===== config.mk =====
export PLATFORM = sky130hd
export DESIGN_NAME = peripheral_subsystem
export DESIGN_NICKNAME = d
export VERILOG_FILES = /design/src/common/periph_pkg.sv /design/src/obi_to_reg.sv /design/src/periph_reg_decode.sv /design/src/gpio/periph_gpio.sv /design/src/timer/periph_timer.sv /design/src/plic/periph_plic.sv /design/src/peripheral_subsystem.sv
export VERILOG_INCLUDE_DIRS = /design/src /design/src/common
export SDC_FILE = /design/constraint.sdc
export NUM_CORES = 1
export LEC_CHECK = 0
export BUFFER_PORTS_ARGS = -buffer_cell sky130_fd_sc_hd__buf_2
export CAP_MARGIN = 30
export CELL_PAD_IN_SITES_DETAIL_PLACEMENT = 0
export CELL_PAD_IN_SITES_GLOBAL_PLACEMENT = 1
export CORE_MARGIN = 1.5
export CORE_UTILIZATION = 41
export CTS_CLUSTER_SIZE = 8
export DETAILED_ROUTE_END_ITERATION = 16
export HOLD_SLACK_MARGIN = 0.05
export PLACE_DENSITY_LB_ADDON = 0.1
export SYNTH_ARGS = -nofsm -noshare
export SYNTH_HDL_FRONTEND = slang
export SYNTH_SLANG_ARGS = --single-unit
export TNS_END_PERCENT = 50

===== constraint.sdc =====
create_clock -name clk_i -period 1.9 [get_ports clk_i]
set_input_delay 0.095 -clock clk_i [delete_from_list [all_inputs] [get_ports clk_i]]
set_output_delay 0.095 -clock clk_i [all_outputs]
set_load 0.01 [all_outputs]

===== src/common/periph_params.svh =====
// ----------------------------------------
// Address map, GPIO width and interrupt
// counts for the peripheral subsystem
// ----------------------------------------

`ifndef PERIPH_PARAMS_SVH
`define PERIPH_PARAMS_SVH

// Subsystem window, upper 20 bits must match the base
`define PERIPH_BASE     32'h2000_0000
`define PERIPH_WIN_BITS 12

// 4-bit select field, 0 GPIO, 1 timer, 2 PLIC
`define PERIPH_SEL_LSB  8

`define GPIO_WIDTH      8
`define NUM_EXT_IRQ     4

// ID 0 reserved, 1 timer, 2..9 GPIO, 10..13 external
`define NUM_IRQ_SRC     14

`endif


===== src/common/periph_pkg.sv =====
// ----------------------------------------
// Vector types shared by the subsystem RTL
// and its testbench
// ----------------------------------------

`include "periph_params.svh"

package periph_pkg;

  // Bus data and address
  typedef logic [31:0] word_t;
  typedef logic [31:0] addr_t;

  // Register offset inside one peripheral
  typedef logic [7:0] reg_off_t;

  // GPIO pin vector
  typedef logic [`GPIO_WIDTH-1:0] gpio_t;

  // PLIC source vector and source ID
  typedef logic [`NUM_IRQ_SRC-1:0] irq_src_t;
  typedef logic [3:0] irq_id_t;

endpackage : periph_pkg


===== src/obi_to_reg.sv =====
// ----------------------------------------
// Bus to register-strobe bridge, grants
// every request, response one cycle later
// ----------------------------------------

`timescale 1ns/100ps

module obi_to_reg
  import periph_pkg::*;
(
  input  logic  clk_i,
  input  logic  arst_n_i,

  input  logic  req_i,
  input  addr_t addr_i,
  input  logic  we_i,
  input  word_t wdata_i,
  output logic  gnt_o,
  output logic  rvalid_o,
  output word_t rdata_o,
  output logic  err_o,

  output logic  reg_valid_o,
  output logic  reg_we_o,
  output addr_t reg_addr_o,
  output word_t reg_wdata_o,
  input  word_t reg_rdata_i,
  input  logic  reg_err_i
);

  logic  rvalid_q;
  logic  err_q;
  word_t rdata_q;

  // No slave can stall
  assign gnt_o = req_i;

  // One strobe per granted transfer
  assign reg_valid_o = req_i & gnt_o;
  assign reg_we_o    = we_i;
  assign reg_addr_o  = addr_i;
  assign reg_wdata_o = wdata_i;

  always_ff @(posedge clk_i or negedge arst_n_i) begin
    if (!arst_n_i) begin
      rvalid_q <= 1'b0;
      err_q    <= 1'b0;
    end else begin
      rvalid_q <= reg_valid_o;
      err_q    <= reg_valid_o & reg_err_i;
    end
  end

  always_ff @(posedge clk_i) begin
    if (reg_valid_o) begin
      rdata_q <= reg_rdata_i;
    end
  end

  assign rvalid_o = rvalid_q;
  assign err_o    = err_q;
  assign rdata_o  = rdata_q;

endmodule : obi_to_reg


===== src/periph_reg_decode.sv =====
// ----------------------------------------
// Combinational address decoder, routes a
// register strobe to one peripheral
// ----------------------------------------

`timescale 1ns/100ps

`include "periph_params.svh"

module periph_reg_decode
  import periph_pkg::*;
(
  input  logic     reg_valid_i,
  input  logic     reg_we_i,
  input  addr_t    reg_addr_i,
  input  word_t    reg_wdata_i,
  output word_t    reg_rdata_o,
  output logic     reg_err_o,

  output logic     gpio_valid_o,
  output logic     gpio_we_o,
  output reg_off_t gpio_off_o,
  output word_t    gpio_wdata_o,
  input  word_t    gpio_rdata_i,

  output logic     tmr_valid_o,
  output logic     tmr_we_o,
  output reg_off_t tmr_off_o,
  output word_t    tmr_wdata_o,
  input  word_t    tmr_rdata_i,

  output logic     plic_valid_o,
  output logic     plic_we_o,
  output reg_off_t plic_off_o,
  output word_t    plic_wdata_o,
  input  word_t    plic_rdata_i
);

  localparam addr_t BASE_ADDR = `PERIPH_BASE;

  logic       in_win;
  logic [3:0] sel;
  logic       hit_gpio;
  logic       hit_tmr;
  logic       hit_plic;
  reg_off_t   off;

  assign in_win = reg_addr_i[31:`PERIPH_WIN_BITS] == BASE_ADDR[31:`PERIPH_WIN_BITS];
  assign sel    = reg_addr_i[`PERIPH_SEL_LSB +: 4];
  assign off    = reg_addr_i[`PERIPH_SEL_LSB-1:0];

  assign hit_gpio = in_win && (sel == 4'd0);
  assign hit_tmr  = in_win && (sel == 4'd1);
  assign hit_plic = in_win && (sel == 4'd2);

  // Only the selected peripheral gets a valid
  assign gpio_valid_o = reg_valid_i & hit_gpio;
  assign tmr_valid_o  = reg_valid_i & hit_tmr;
  assign plic_valid_o = reg_valid_i & hit_plic;

  assign gpio_we_o    = reg_we_i;
  assign gpio_off_o   = off;
  assign gpio_wdata_o = reg_wdata_i;
  assign tmr_we_o     = reg_we_i;
  assign tmr_off_o    = off;
  assign tmr_wdata_o  = reg_wdata_i;
  assign plic_we_o    = reg_we_i;
  assign plic_off_o   = off;
  assign plic_wdata_o = reg_wdata_i;

  always_comb begin
    if (hit_gpio) begin
      reg_rdata_o = gpio_rdata_i;
    end else if (hit_tmr) begin
      reg_rdata_o = tmr_rdata_i;
    end else if (hit_plic) begin
      reg_rdata_o = plic_rdata_i;
    end else begin
      reg_rdata_o = '0;
    end
  end

  assign reg_err_o = reg_valid_i & ~(hit_gpio | hit_tmr | hit_plic);

endmodule : periph_reg_decode


===== src/gpio/periph_gpio.sv =====
// ----------------------------------------
// GPIO with output enables and rising-edge
// interrupts on synchronised inputs
// ----------------------------------------

`timescale 1ns/100ps

module periph_gpio
  import periph_pkg::*;
(
  input  logic     clk_i,
  input  logic     arst_n_i,
  input  logic     valid_i,
  input  logic     we_i,
  input  reg_off_t off_i,
  input  word_t    wdata_i,
  output word_t    rdata_o,
  input  gpio_t    gpio_i,
  output gpio_t    gpio_o,
  output gpio_t    gpio_en_o,
  output gpio_t    intr_o
);

  gpio_t sync_q1;
  gpio_t sync_q2;
  gpio_t prev_q;
  gpio_t data_out;
  gpio_t out_en;
  gpio_t intr_en;
  gpio_t intr_state;
  gpio_t rise;
  logic  wr;

  assign wr   = valid_i & we_i;
  assign rise = sync_q2 & ~prev_q;

  always_ff @(posedge clk_i or negedge arst_n_i) begin
    if (!arst_n_i) begin
      sync_q1    <= '0;
      sync_q2    <= '0;
      prev_q     <= '0;
      data_out   <= '0;
      out_en     <= '0;
      intr_en    <= '0;
      intr_state <= '0;
    end else begin
      sync_q1 <= gpio_i;
      sync_q2 <= sync_q1;
      prev_q  <= sync_q2;
      if (wr && off_i == 8'h04) data_out <= gpio_t'(wdata_i);
      if (wr && off_i == 8'h08) out_en <= gpio_t'(wdata_i);
      if (wr && off_i == 8'h0C) intr_en <= gpio_t'(wdata_i);
      // New edges win over a write-1-to-clear
      if (wr && off_i == 8'h10) begin
        intr_state <= (intr_state & ~gpio_t'(wdata_i)) | rise;
      end else begin
        intr_state <= intr_state | rise;
      end
    end
  end

  always_comb begin
    case (off_i)
      8'h00:   rdata_o = word_t'(sync_q2);
      8'h04:   rdata_o = word_t'(data_out);
      8'h08:   rdata_o = word_t'(out_en);
      8'h0C:   rdata_o = word_t'(intr_en);
      8'h10:   rdata_o = word_t'(intr_state);
      default: rdata_o = '0;
    endcase
  end

  assign gpio_o    = data_out;
  assign gpio_en_o = out_en;
  assign intr_o    = intr_state & intr_en;

endmodule : periph_gpio


===== src/timer/periph_timer.sv =====
// ----------------------------------------
// Free-running 32-bit timer with compare
// interrupt, MTIME is writable
// ----------------------------------------

`timescale 1ns/100ps

module periph_timer
  import periph_pkg::*;
(
  input  logic     clk_i,
  input  logic     arst_n_i,
  input  logic     valid_i,
  input  logic     we_i,
  input  reg_off_t off_i,
  input  word_t    wdata_i,
  output word_t    rdata_o,
  output logic     intr_o
);

  word_t      mtime;
  word_t      cmp;
  logic [1:0] ctrl;
  logic       wr;

  assign wr = valid_i & we_i;

  always_ff @(posedge clk_i or negedge arst_n_i) begin
    if (!arst_n_i) begin
      mtime <= '0;
      cmp   <= '0;
      ctrl  <= '0;
    end else begin
      // Software load overrides the increment
      if (wr && off_i == 8'h00) begin
        mtime <= wdata_i;
      end else if (ctrl[0]) begin
        mtime <= mtime + 32'd1;
      end
      if (wr && off_i == 8'h04) ctrl <= wdata_i[1:0];
      if (wr && off_i == 8'h08) cmp <= wdata_i;
    end
  end

  always_comb begin
    case (off_i)
      8'h00:   rdata_o = mtime;
      8'h04:   rdata_o = {30'b0, ctrl};
      8'h08:   rdata_o = cmp;
      default: rdata_o = '0;
    endcase
  end

  assign intr_o = ctrl[1] && (mtime >= cmp);

endmodule : periph_timer


===== src/plic/periph_plic.sv =====
// ----------------------------------------
// Interrupt controller, lowest pending ID
// wins, claim on read, complete on write
// ----------------------------------------

`timescale 1ns/100ps

`include "periph_params.svh"

module periph_plic
  import periph_pkg::*;
(
  input  logic     clk_i,
  input  logic     arst_n_i,
  input  logic     valid_i,
  input  logic     we_i,
  input  reg_off_t off_i,
  input  word_t    wdata_i,
  output word_t    rdata_o,
  input  irq_src_t src_i,
  output logic     irq_o,
  output logic     msip_o
);

  irq_src_t enable;
  irq_src_t pending;
  irq_src_t in_service;
  irq_src_t claim_mask;
  irq_src_t done_mask;
  irq_src_t src_set;
  irq_id_t  claim_id;
  logic     msip;
  logic     claim_rd;
  logic     complete_wr;

  // Lowest enabled pending ID, 0 when idle
  always_comb begin
    claim_id = '0;
    for (int i = `NUM_IRQ_SRC - 1; i > 0; i--) begin
      if (pending[i] && enable[i]) claim_id = irq_id_t'(i);
    end
  end

  assign claim_rd    = valid_i && !we_i && off_i == 8'h08;
  assign complete_wr = valid_i && we_i && off_i == 8'h08;

  assign claim_mask = (claim_rd && claim_id != '0) ? irq_src_t'(1) << claim_id : '0;
  assign done_mask  = complete_wr ? irq_src_t'(1) << irq_id_t'(wdata_i) : '0;

  // Source 0 never pends
  assign src_set = src_i & ~in_service & ~irq_src_t'(1);

  always_ff @(posedge clk_i or negedge arst_n_i) begin
    if (!arst_n_i) begin
      enable     <= '0;
      pending    <= '0;
      in_service <= '0;
      msip       <= 1'b0;
    end else begin
      pending    <= (pending | src_set) & ~claim_mask;
      in_service <= (in_service | claim_mask) & ~done_mask;
      if (valid_i && we_i && off_i == 8'h00) enable <= irq_src_t'(wdata_i);
      if (valid_i && we_i && off_i == 8'h0C) msip <= wdata_i[0];
    end
  end

  always_comb begin
    case (off_i)
      8'h00:   rdata_o = word_t'(enable);
      8'h04:   rdata_o = word_t'(pending);
      8'h08:   rdata_o = word_t'(claim_id);
      8'h0C:   rdata_o = {31'b0, msip};
      default: rdata_o = '0;
    endcase
  end

  assign irq_o  = |(pending & enable);
  assign msip_o = msip;

endmodule : periph_plic


===== src/peripheral_subsystem.sv =====
// ----------------------------------------
// Subsystem top: bus bridge, decoder and
// the GPIO, timer and PLIC peripherals
// ----------------------------------------

`timescale 1ns/100ps

`include "periph_params.svh"

module peripheral_subsystem
  import periph_pkg::*;
(
  input  logic                    clk_i,
  input  logic                    arst_n_i,

  input  logic                    req_i,
  input  addr_t                   addr_i,
  input  logic                    we_i,
  input  word_t                   wdata_i,
  output logic                    gnt_o,
  output logic                    rvalid_o,
  output word_t                   rdata_o,
  output logic                    err_o,

  input  gpio_t                   gpio_i,
  output gpio_t                   gpio_o,
  output gpio_t                   gpio_en_o,
  output gpio_t                   gpio_intr_o,
  output logic                    timer_intr_o,

  input  logic [`NUM_EXT_IRQ-1:0] ext_irq_i,
  output logic                    irq_o,
  output logic                    msip_o
);

  logic     reg_valid, reg_we, reg_err;
  addr_t    reg_addr;
  word_t    reg_wdata, reg_rdata;

  logic     gpio_valid, gpio_we, tmr_valid, tmr_we, plic_valid, plic_we;
  reg_off_t gpio_off, tmr_off, plic_off;
  word_t    gpio_wdata, gpio_rdata, tmr_wdata, tmr_rdata, plic_wdata, plic_rdata;
  irq_src_t irq_src;

  // ID 0 tied low, then timer, GPIO pins, external lines
  assign irq_src = {ext_irq_i, gpio_intr_o, timer_intr_o, 1'b0};

  obi_to_reg i_obi_to_reg (
    .clk_i, .arst_n_i,
    .req_i, .addr_i, .we_i, .wdata_i,
    .gnt_o, .rvalid_o, .rdata_o, .err_o,
    .reg_valid_o(reg_valid), .reg_we_o(reg_we), .reg_addr_o(reg_addr),
    .reg_wdata_o(reg_wdata), .reg_rdata_i(reg_rdata), .reg_err_i(reg_err)
  );

  periph_reg_decode i_reg_decode (
    .reg_valid_i(reg_valid), .reg_we_i(reg_we), .reg_addr_i(reg_addr),
    .reg_wdata_i(reg_wdata), .reg_rdata_o(reg_rdata), .reg_err_o(reg_err),
    .gpio_valid_o(gpio_valid), .gpio_we_o(gpio_we), .gpio_off_o(gpio_off),
    .gpio_wdata_o(gpio_wdata), .gpio_rdata_i(gpio_rdata),
    .tmr_valid_o(tmr_valid), .tmr_we_o(tmr_we), .tmr_off_o(tmr_off),
    .tmr_wdata_o(tmr_wdata), .tmr_rdata_i(tmr_rdata),
    .plic_valid_o(plic_valid), .plic_we_o(plic_we), .plic_off_o(plic_off),
    .plic_wdata_o(plic_wdata), .plic_rdata_i(plic_rdata)
  );

  periph_gpio i_gpio (
    .clk_i, .arst_n_i,
    .valid_i(gpio_valid), .we_i(gpio_we), .off_i(gpio_off),
    .wdata_i(gpio_wdata), .rdata_o(gpio_rdata),
    .gpio_i, .gpio_o, .gpio_en_o, .intr_o(gpio_intr_o)
  );

  periph_timer i_timer (
    .clk_i, .arst_n_i,
    .valid_i(tmr_valid), .we_i(tmr_we), .off_i(tmr_off),
    .wdata_i(tmr_wdata), .rdata_o(tmr_rdata), .intr_o(timer_intr_o)
  );

  periph_plic i_plic (
    .clk_i, .arst_n_i,
    .valid_i(plic_valid), .we_i(plic_we), .off_i(plic_off),
    .wdata_i(plic_wdata), .rdata_o(plic_rdata),
    .src_i(irq_src), .irq_o, .msip_o
  );

endmodule : peripheral_subsystem


# Word level (Yosys, flattened, before mapping)
# Cells that the tools add are included.
[op_classes]
n_reduce_logical = 37
bitwise_logic = 26
order_cmp = 1
muxes = 24
add_sub_neg = 1
shifts = 2
eq_ne = 7
[op_table]
columns = ["cell", "count"]
rows = [
  ["$mux W32", 5],
  ["$pmux W32 S3", 1],
  ["$and A14 B14 Y14", 4],
  ["$pmux W14 S4", 1],
  ["$mux W4", 13],
  ["$not A14 Y14", 3],
  ["$pmux W8 S5", 1],
  ["$add A32 B1 Y32 const B", 1],
  ["$ge A32 B32 Y1", 1],
  ["$logic_and A1 B1 Y1", 31],
  ["$mux W14", 2],
  ["$or A14 B14 Y14", 2],
  ["$shl A1 B4 Y14 const A", 2],
  ["$and A8 B8 Y8", 3],
  ["$eq A20 B18 Y1 const B", 1],
  ["$eq A8 B4 Y1 const B", 2],
  ["$not A8 Y8", 2],
  ["$or A8 B8 Y8", 2],
  ["$reduce_or A14 Y1", 1],
  ["$eq A8 B3 Y1 const B", 1],
  ["$eq A8 B5 Y1 const B", 1],
  ["$logic_not A8 Y1", 1],
  ["$mux W8", 1],
  ["$and A1 B1 Y1", 7],
  ["8 further kinds", 9],
]
[totals]
register_bits = 199
elab_cells = 115

# Logic depth before layout (Yosys ltp)
[depth]
ltp_word = 19
depth_mapped = 9

# Modules after synthesis
# From an unflattened synthesis, not the netlist that was laid out.
[hier_totals]
hier_cells = 1285
hier_area_um2 = 12886.1
[modules_own_cells]
columns = ["module", "area_per_inst_um2", "cells_each", "instances"]
rows = [
  ["periph_timer", 4239.1, 480, 1],
  ["periph_gpio", 2542.4, 201, 1],
  ["periph_plic", 2484.9, 246, 1],
  ["periph_reg_decode", 2095.8, 255, 1],
  ["obi_to_reg", 1520.2, 102, 1],
  ["peripheral_subsystem", 3.8, 1, 1],
]

# Least setup slack after synthesis
# No wires, ideal clock.
[synth_path]
kind = "input to register"
start = "input port addr_i[14]"
end = "register i_timer.cmp[31]"
required_ns = 1.772
t_arrival_ns = 1.963
stages = 6
path_buffers = 1
setup_slack_ns = -0.191
cell_sequence = "or4_1 -> nor3_4 -> nor3b_4 -> nand4_2 -> buf_2 -> mux2_1"
[synth_via]
elab_chain_cells = 5
[synth_rtl]
columns = ["item", "line", "source"]
rows = [
  ["start, declared", "peripheral_subsystem.sv:17", "input addr_t addr_i,"],
  ["$eq A20 B18 Y1", "periph_reg_decode.sv:48", "assign in_win = reg_addr_i[31:`PERIPH_WIN_BITS] == BASE_ADDR[31:`PERIPH_WIN_BITS];"],
  ["$logic_and A1 B1 Y1", "periph_reg_decode.sv:53", "assign hit_tmr = in_win && (sel == 4'd1);"],
  ["$and A1 B1 Y1", "periph_reg_decode.sv:58", "assign tmr_valid_o = reg_valid_i & hit_tmr;"],
  ["$and A1 B1 Y1", "periph_timer.sv:26", "assign wr = valid_i & we_i;"],
  ["$logic_and A1 B1 Y1", "periph_timer.sv:41", "if (wr && off_i == 8'h08) cmp <= wdata_i;"],
  ["end signal, assigned", "periph_timer.sv:41", ""],
  ["end, declared", "periph_timer.sv:22", "word_t cmp;"],
]
# Every way passes these cells.
# A chain may end at the register's enable or synchronous reset.

# Worst setup path in the final report
[layout_path]
start = "register i_timer.mtime[0]"
end = "output port timer_intr_o"
[layout_via]
elab_chain_cells = 2
[layout_rtl]
columns = ["item", "line", "source"]
rows = [
  ["start, declared", "periph_timer.sv:21", "word_t mtime;"],
  ["start signal, assigned", "periph_timer.sv:36", "mtime <= wdata_i;"],
  ["start signal, assigned", "periph_timer.sv:38", "mtime <= mtime + 32'd1;"],
  ["$ge A32 B32 Y1", "periph_timer.sv:54", "assign intr_o = ctrl[1] && (mtime >= cmp);"],
  ["$logic_and A1 B1 Y1", "periph_timer.sv:54", ""],
  ["end, declared", "peripheral_subsystem.sv:29", "output logic timer_intr_o,"],
]
# Every way passes these cells.

==> results_tabular.tex <==
\begin{tabular}{lr}
\hline
Metric & Value \\
\hline
\multicolumn{2}{l}{\textbf{Power and ir drop}} \\
\quad Pwr dens & 628.1 nW/um\^{}2 \\
\quad Static Leak & 6.196 nW \\
\quad Largest vdd supply drop & 0.4254 mV \\
\multicolumn{2}{l}{\textbf{Placement}} \\
\quad HPWL after DPL & 21,360 um \\
\quad Port Buffer Count & 141 \\
\quad Cells after DPL & 1,493 \\
\quad Post-DP Area & 12,200 sq um \\
\quad Global placer's final weighted congestion & 0.8796 \\
\quad Worst slack at placement & -0.4026 ns \\
\multicolumn{2}{l}{\textbf{Global route}} \\
\quad GRT Total Usage & 0.2313 \\
\quad Initial antenna violation count & 0 \\
\quad Residual overflow from global routing & 0 \\
\quad Via count of the first global-routing pass & 8,401 \\
\quad First-pass GRT wire length & 45,830 um \\
\quad Largest net degree at the start of global routing & 65 \\
\multicolumn{2}{l}{\textbf{Logic synthesis}} \\
\quad Synthesized netlist cell count & 921 \\
\quad Ys async rst share & 0.8384 \\
\quad Distinct cells, synth & 63 \\
\quad Library cell occupying the most area in the post-synthesis netlist & dfrtp\_1 \\
\quad Yosys synthesis warning count & 0 \\
\quad Most frequent cell after synthesis & dfrtp\_1 \\
\quad Ranking of synthesized cells by instance count & dfrtp\_1, nor2\_1, mux2\_2 \\
\quad Syn nets & 1,034 \\
\quad Most instantiated flip-flop cell in the synthesis netlist & dfrtp\_1 \\
\quad Average instance area after synthesis & 10.84 sq um \\
\quad Top post-synthesis cells by area & dfrtp\_1, edfxtp\_1, mux2\_2 \\
\quad EDFF count, synth & 32 \\
\quad Fraction of synthesized cell area taken by the top area cell type & 0.4160 \\
\quad Post-Syn Area & 9986 sq um \\
\quad Flops \& latches, synth & 198 \\
\quad Sequential share of the synthesized area & 0.5122 \\
\multicolumn{2}{l}{\textbf{Timing}} \\
\quad Count of endpoints failing hold in the final timing report & 0 \\
\quad Slew at the pin closest to its max-slew limit & 0.6339 ns \\
\quad RSZ-0062 raised after global routing & yes \\
\quad Relative slew margins & 0.5774 \\
\quad Final-report max-slew violation count & 0 \\
\quad Final critical delay including setup and external delays & 2.343 ns \\
\quad Final-report setup violation count & 9 \\
\quad Max Freq & 0.4268 GHz \\
\quad Fin worst setup slack & -0.4431 ns \\
\quad Clock tree skew after final layout & 0.01189 ns \\
\quad Fin crit share & 1.233 \\
\multicolumn{2}{l}{\textbf{CTS}} \\
\quad Later-pin clock latency in the skew report & 0.44 ns \\
\quad \# H-tree levels & 4 \\
\quad Clock tree from TritonCTS & built \\
\quad CTS buffer count & 17 \\
\quad Library cell used as clock root buffer & clkbuf\_16 \\
\quad TritonCTS sink count & 198 \\
\quad Maximum buffer depth of the clock tree & 2 \\
\quad Clock-pin slew on the worst setup and hold paths & 0.08 ns \\
\multicolumn{2}{l}{\textbf{Die}} \\
\quad Die Width & 159.1 um \\
\quad Initial Utilization & 0.4217 \\
\quad Die span in y & 159.1 um \\
\quad Number of rows in the core area & 56 \\
\quad I/O Pins & 142 \\
\quad Placeable core region & 23,680 sq um \\
\quad Area enclosed by the die boundary & 25,300 sq um \\
\multicolumn{2}{l}{\textbf{Worst setup path}} \\
\quad CP required & 1.80 ns \\
\quad Classification of the worst setup path & flop to primary output \\
\quad Signal arrival time at the worst endpoint & 2.25 ns \\
\quad Crit-path max FO & 2 \\
\quad Crit. End Element & primary output \\
\quad Critical path startpoint category & flop \\
\multicolumn{2}{l}{\textbf{Run status}} \\
\quad Violated checks & setup timing \\
\quad Result of the run & finished with violations \\
\multicolumn{2}{l}{\textbf{Routing}} \\
\quad Post-DR wirelength/cell & 18.15 um \\
\quad Number of detailed-routing iterations run before antenna repair & 4 \\
\quad Avg Vias per Cell & 5.187 \\
\quad Post-Route WL & 28,770 um \\
\quad First-iteration detailed-routing DRC count & 420 \\
\quad Number of nets with antenna violations after detailed routing & 0 \\
\quad Total number of vias & 8,221 \\
\quad Final routed DRC violation total & 0 \\
\multicolumn{2}{l}{\textbf{Layout}} \\
\quad Final Instance Area & 13,740 sq um \\
\quad Post-layout utilization of the core & 0.5800 \\
\quad Non-filler cells in the finished layout & 1,585 \\
\quad Fraction of layout instances using a drive strength above 1 & 0.3910 \\
\quad ANT cells & 0 \\
\quad Number of nets at the end of the flow & 1,366 \\
\quad Area growth from synthesis to final layout & 37.55\% \\
\multicolumn{2}{l}{\textbf{Job}} \\
\quad Max capacitance violation total & 0 \\
\multicolumn{2}{l}{\textbf{Worst hold path}} \\
\quad HP Class & input pin to asynchronous set/reset pin \\
\hline
\end{tabular}
state kept, by name, indices dropped and copies added (netlist names), 13 cells and up:
signal	flops
i_timer.cmp	32
i_timer.mtime	32
i_obi_to_reg.rdata_o	32
i_plic.enable	14
i_plic.in_service	13
i_plic.pending	14
metrics by stage:
stage | hold slack [ns] | TNS, ns | power, mW
2_1_floorplan | -0.2006 | -13.62 | 4.575
3_3_place_gp | -0.01898 | -45.72 | 4.885
3_5_place_dp | -0.01808 | -46.83 | 4.884
4_1_cts | 0.07164 | -0.8083 | 8.704
5_1_grt | 0.08468 | -3.839 | 8.892
6_report | 0.07774 | -1.065 | 8.627
final timing paths:
path / start / end / slack (ns) / cells past startpoint
worst max-delay path: i_timer.mtime[0] / timer_intr_o / -0.44 / 8
worst min-delay path: arst_n_i / i_plic.in_service[9] / 0.08 / 2
worst max register to register: i_timer.mtime[0] / i_plic.pending[1] / -0.21 / 9
worst min register to register: i_gpio.sync_q1[5] / i_gpio.sync_q2[5] / 0.35 / 0
max in group asynchronous: arst_n_i / i_plic.enable[3] / 1.15 / 3
min in group clk_i: wdata_i[0] / i_timer.mtime[0] / 0.10 / 3
metal layers:
metal | vias to the layer above | track usage | share of wire | wire length, um
li1 | 4012 | - | - | -
met2 | 172 | 0.3863 | 0.49 | 13970
met3 | 30 | 0.02917 | 0.032 | 914
met4 | 0 | 0.07204 | 0.017 | 489
met1 | 4007 | 0.3135 | 0.47 | 13390
met5 | - | 0 | 0 | 0
critical path, stage by stage (launching register included):
cell and delay (ns):
dfrtp_1 0.35, inv_1 0.04, ha_1 0.28, nand2b_4 0.15, a2111o_1 0.40, o2111ai_2 0.08
a31oi_1 0.10, a211o_1 0.26, buf_2 0.15
cells in the final DEF, fill, tap and decap left out, drive strengths merged, types with 18 or more instances in the layout:
master,n
a21oi,73
nand3,19
a22oi,40
nor2,78
xor2,21
clkbuf,18
inv,64
dfrtp,166
dlygate4sd3,42
edfxtp,32
nand2,61
mux2i,20
buf,310
o21ai,25
ha,33
and2,20
mux2,78
power breakdown:
group / internal (mW) / switching (mW)
logic: 0.209 / 0.285
registers: 4.35 / 0.0171
clock network: 1.95 / 1.81
cells by family after synthesis:
group,synth area share
flops,0.5122
compound gates,0.1352
mux,0.1080
simple gates,0.1390
xor+xnor,0.02719
fa+ha+maj,0.04135
buf+inv,0.03709
what timing repair did:
item	in CTS	in global routing
setup endpoints to repair	31	44
buffers inserted	10	10
hold buffers	42	0
hold endpoints to repair	253	0
resized for setup	21	63
pin swaps	13	25
gates cloned	0	0
cell type report:
cell class	count	area (sq um)
inverter	56	210.2
sequential	198	5117
clock inverter	14	153.9
multi-input combinational	628	4865
clock buffer	18	450.4
fill	2121	9947
timing repair buffer	352	2540
tap	319	399.1
Note: power is estimated with default switching activity, not from simulation.
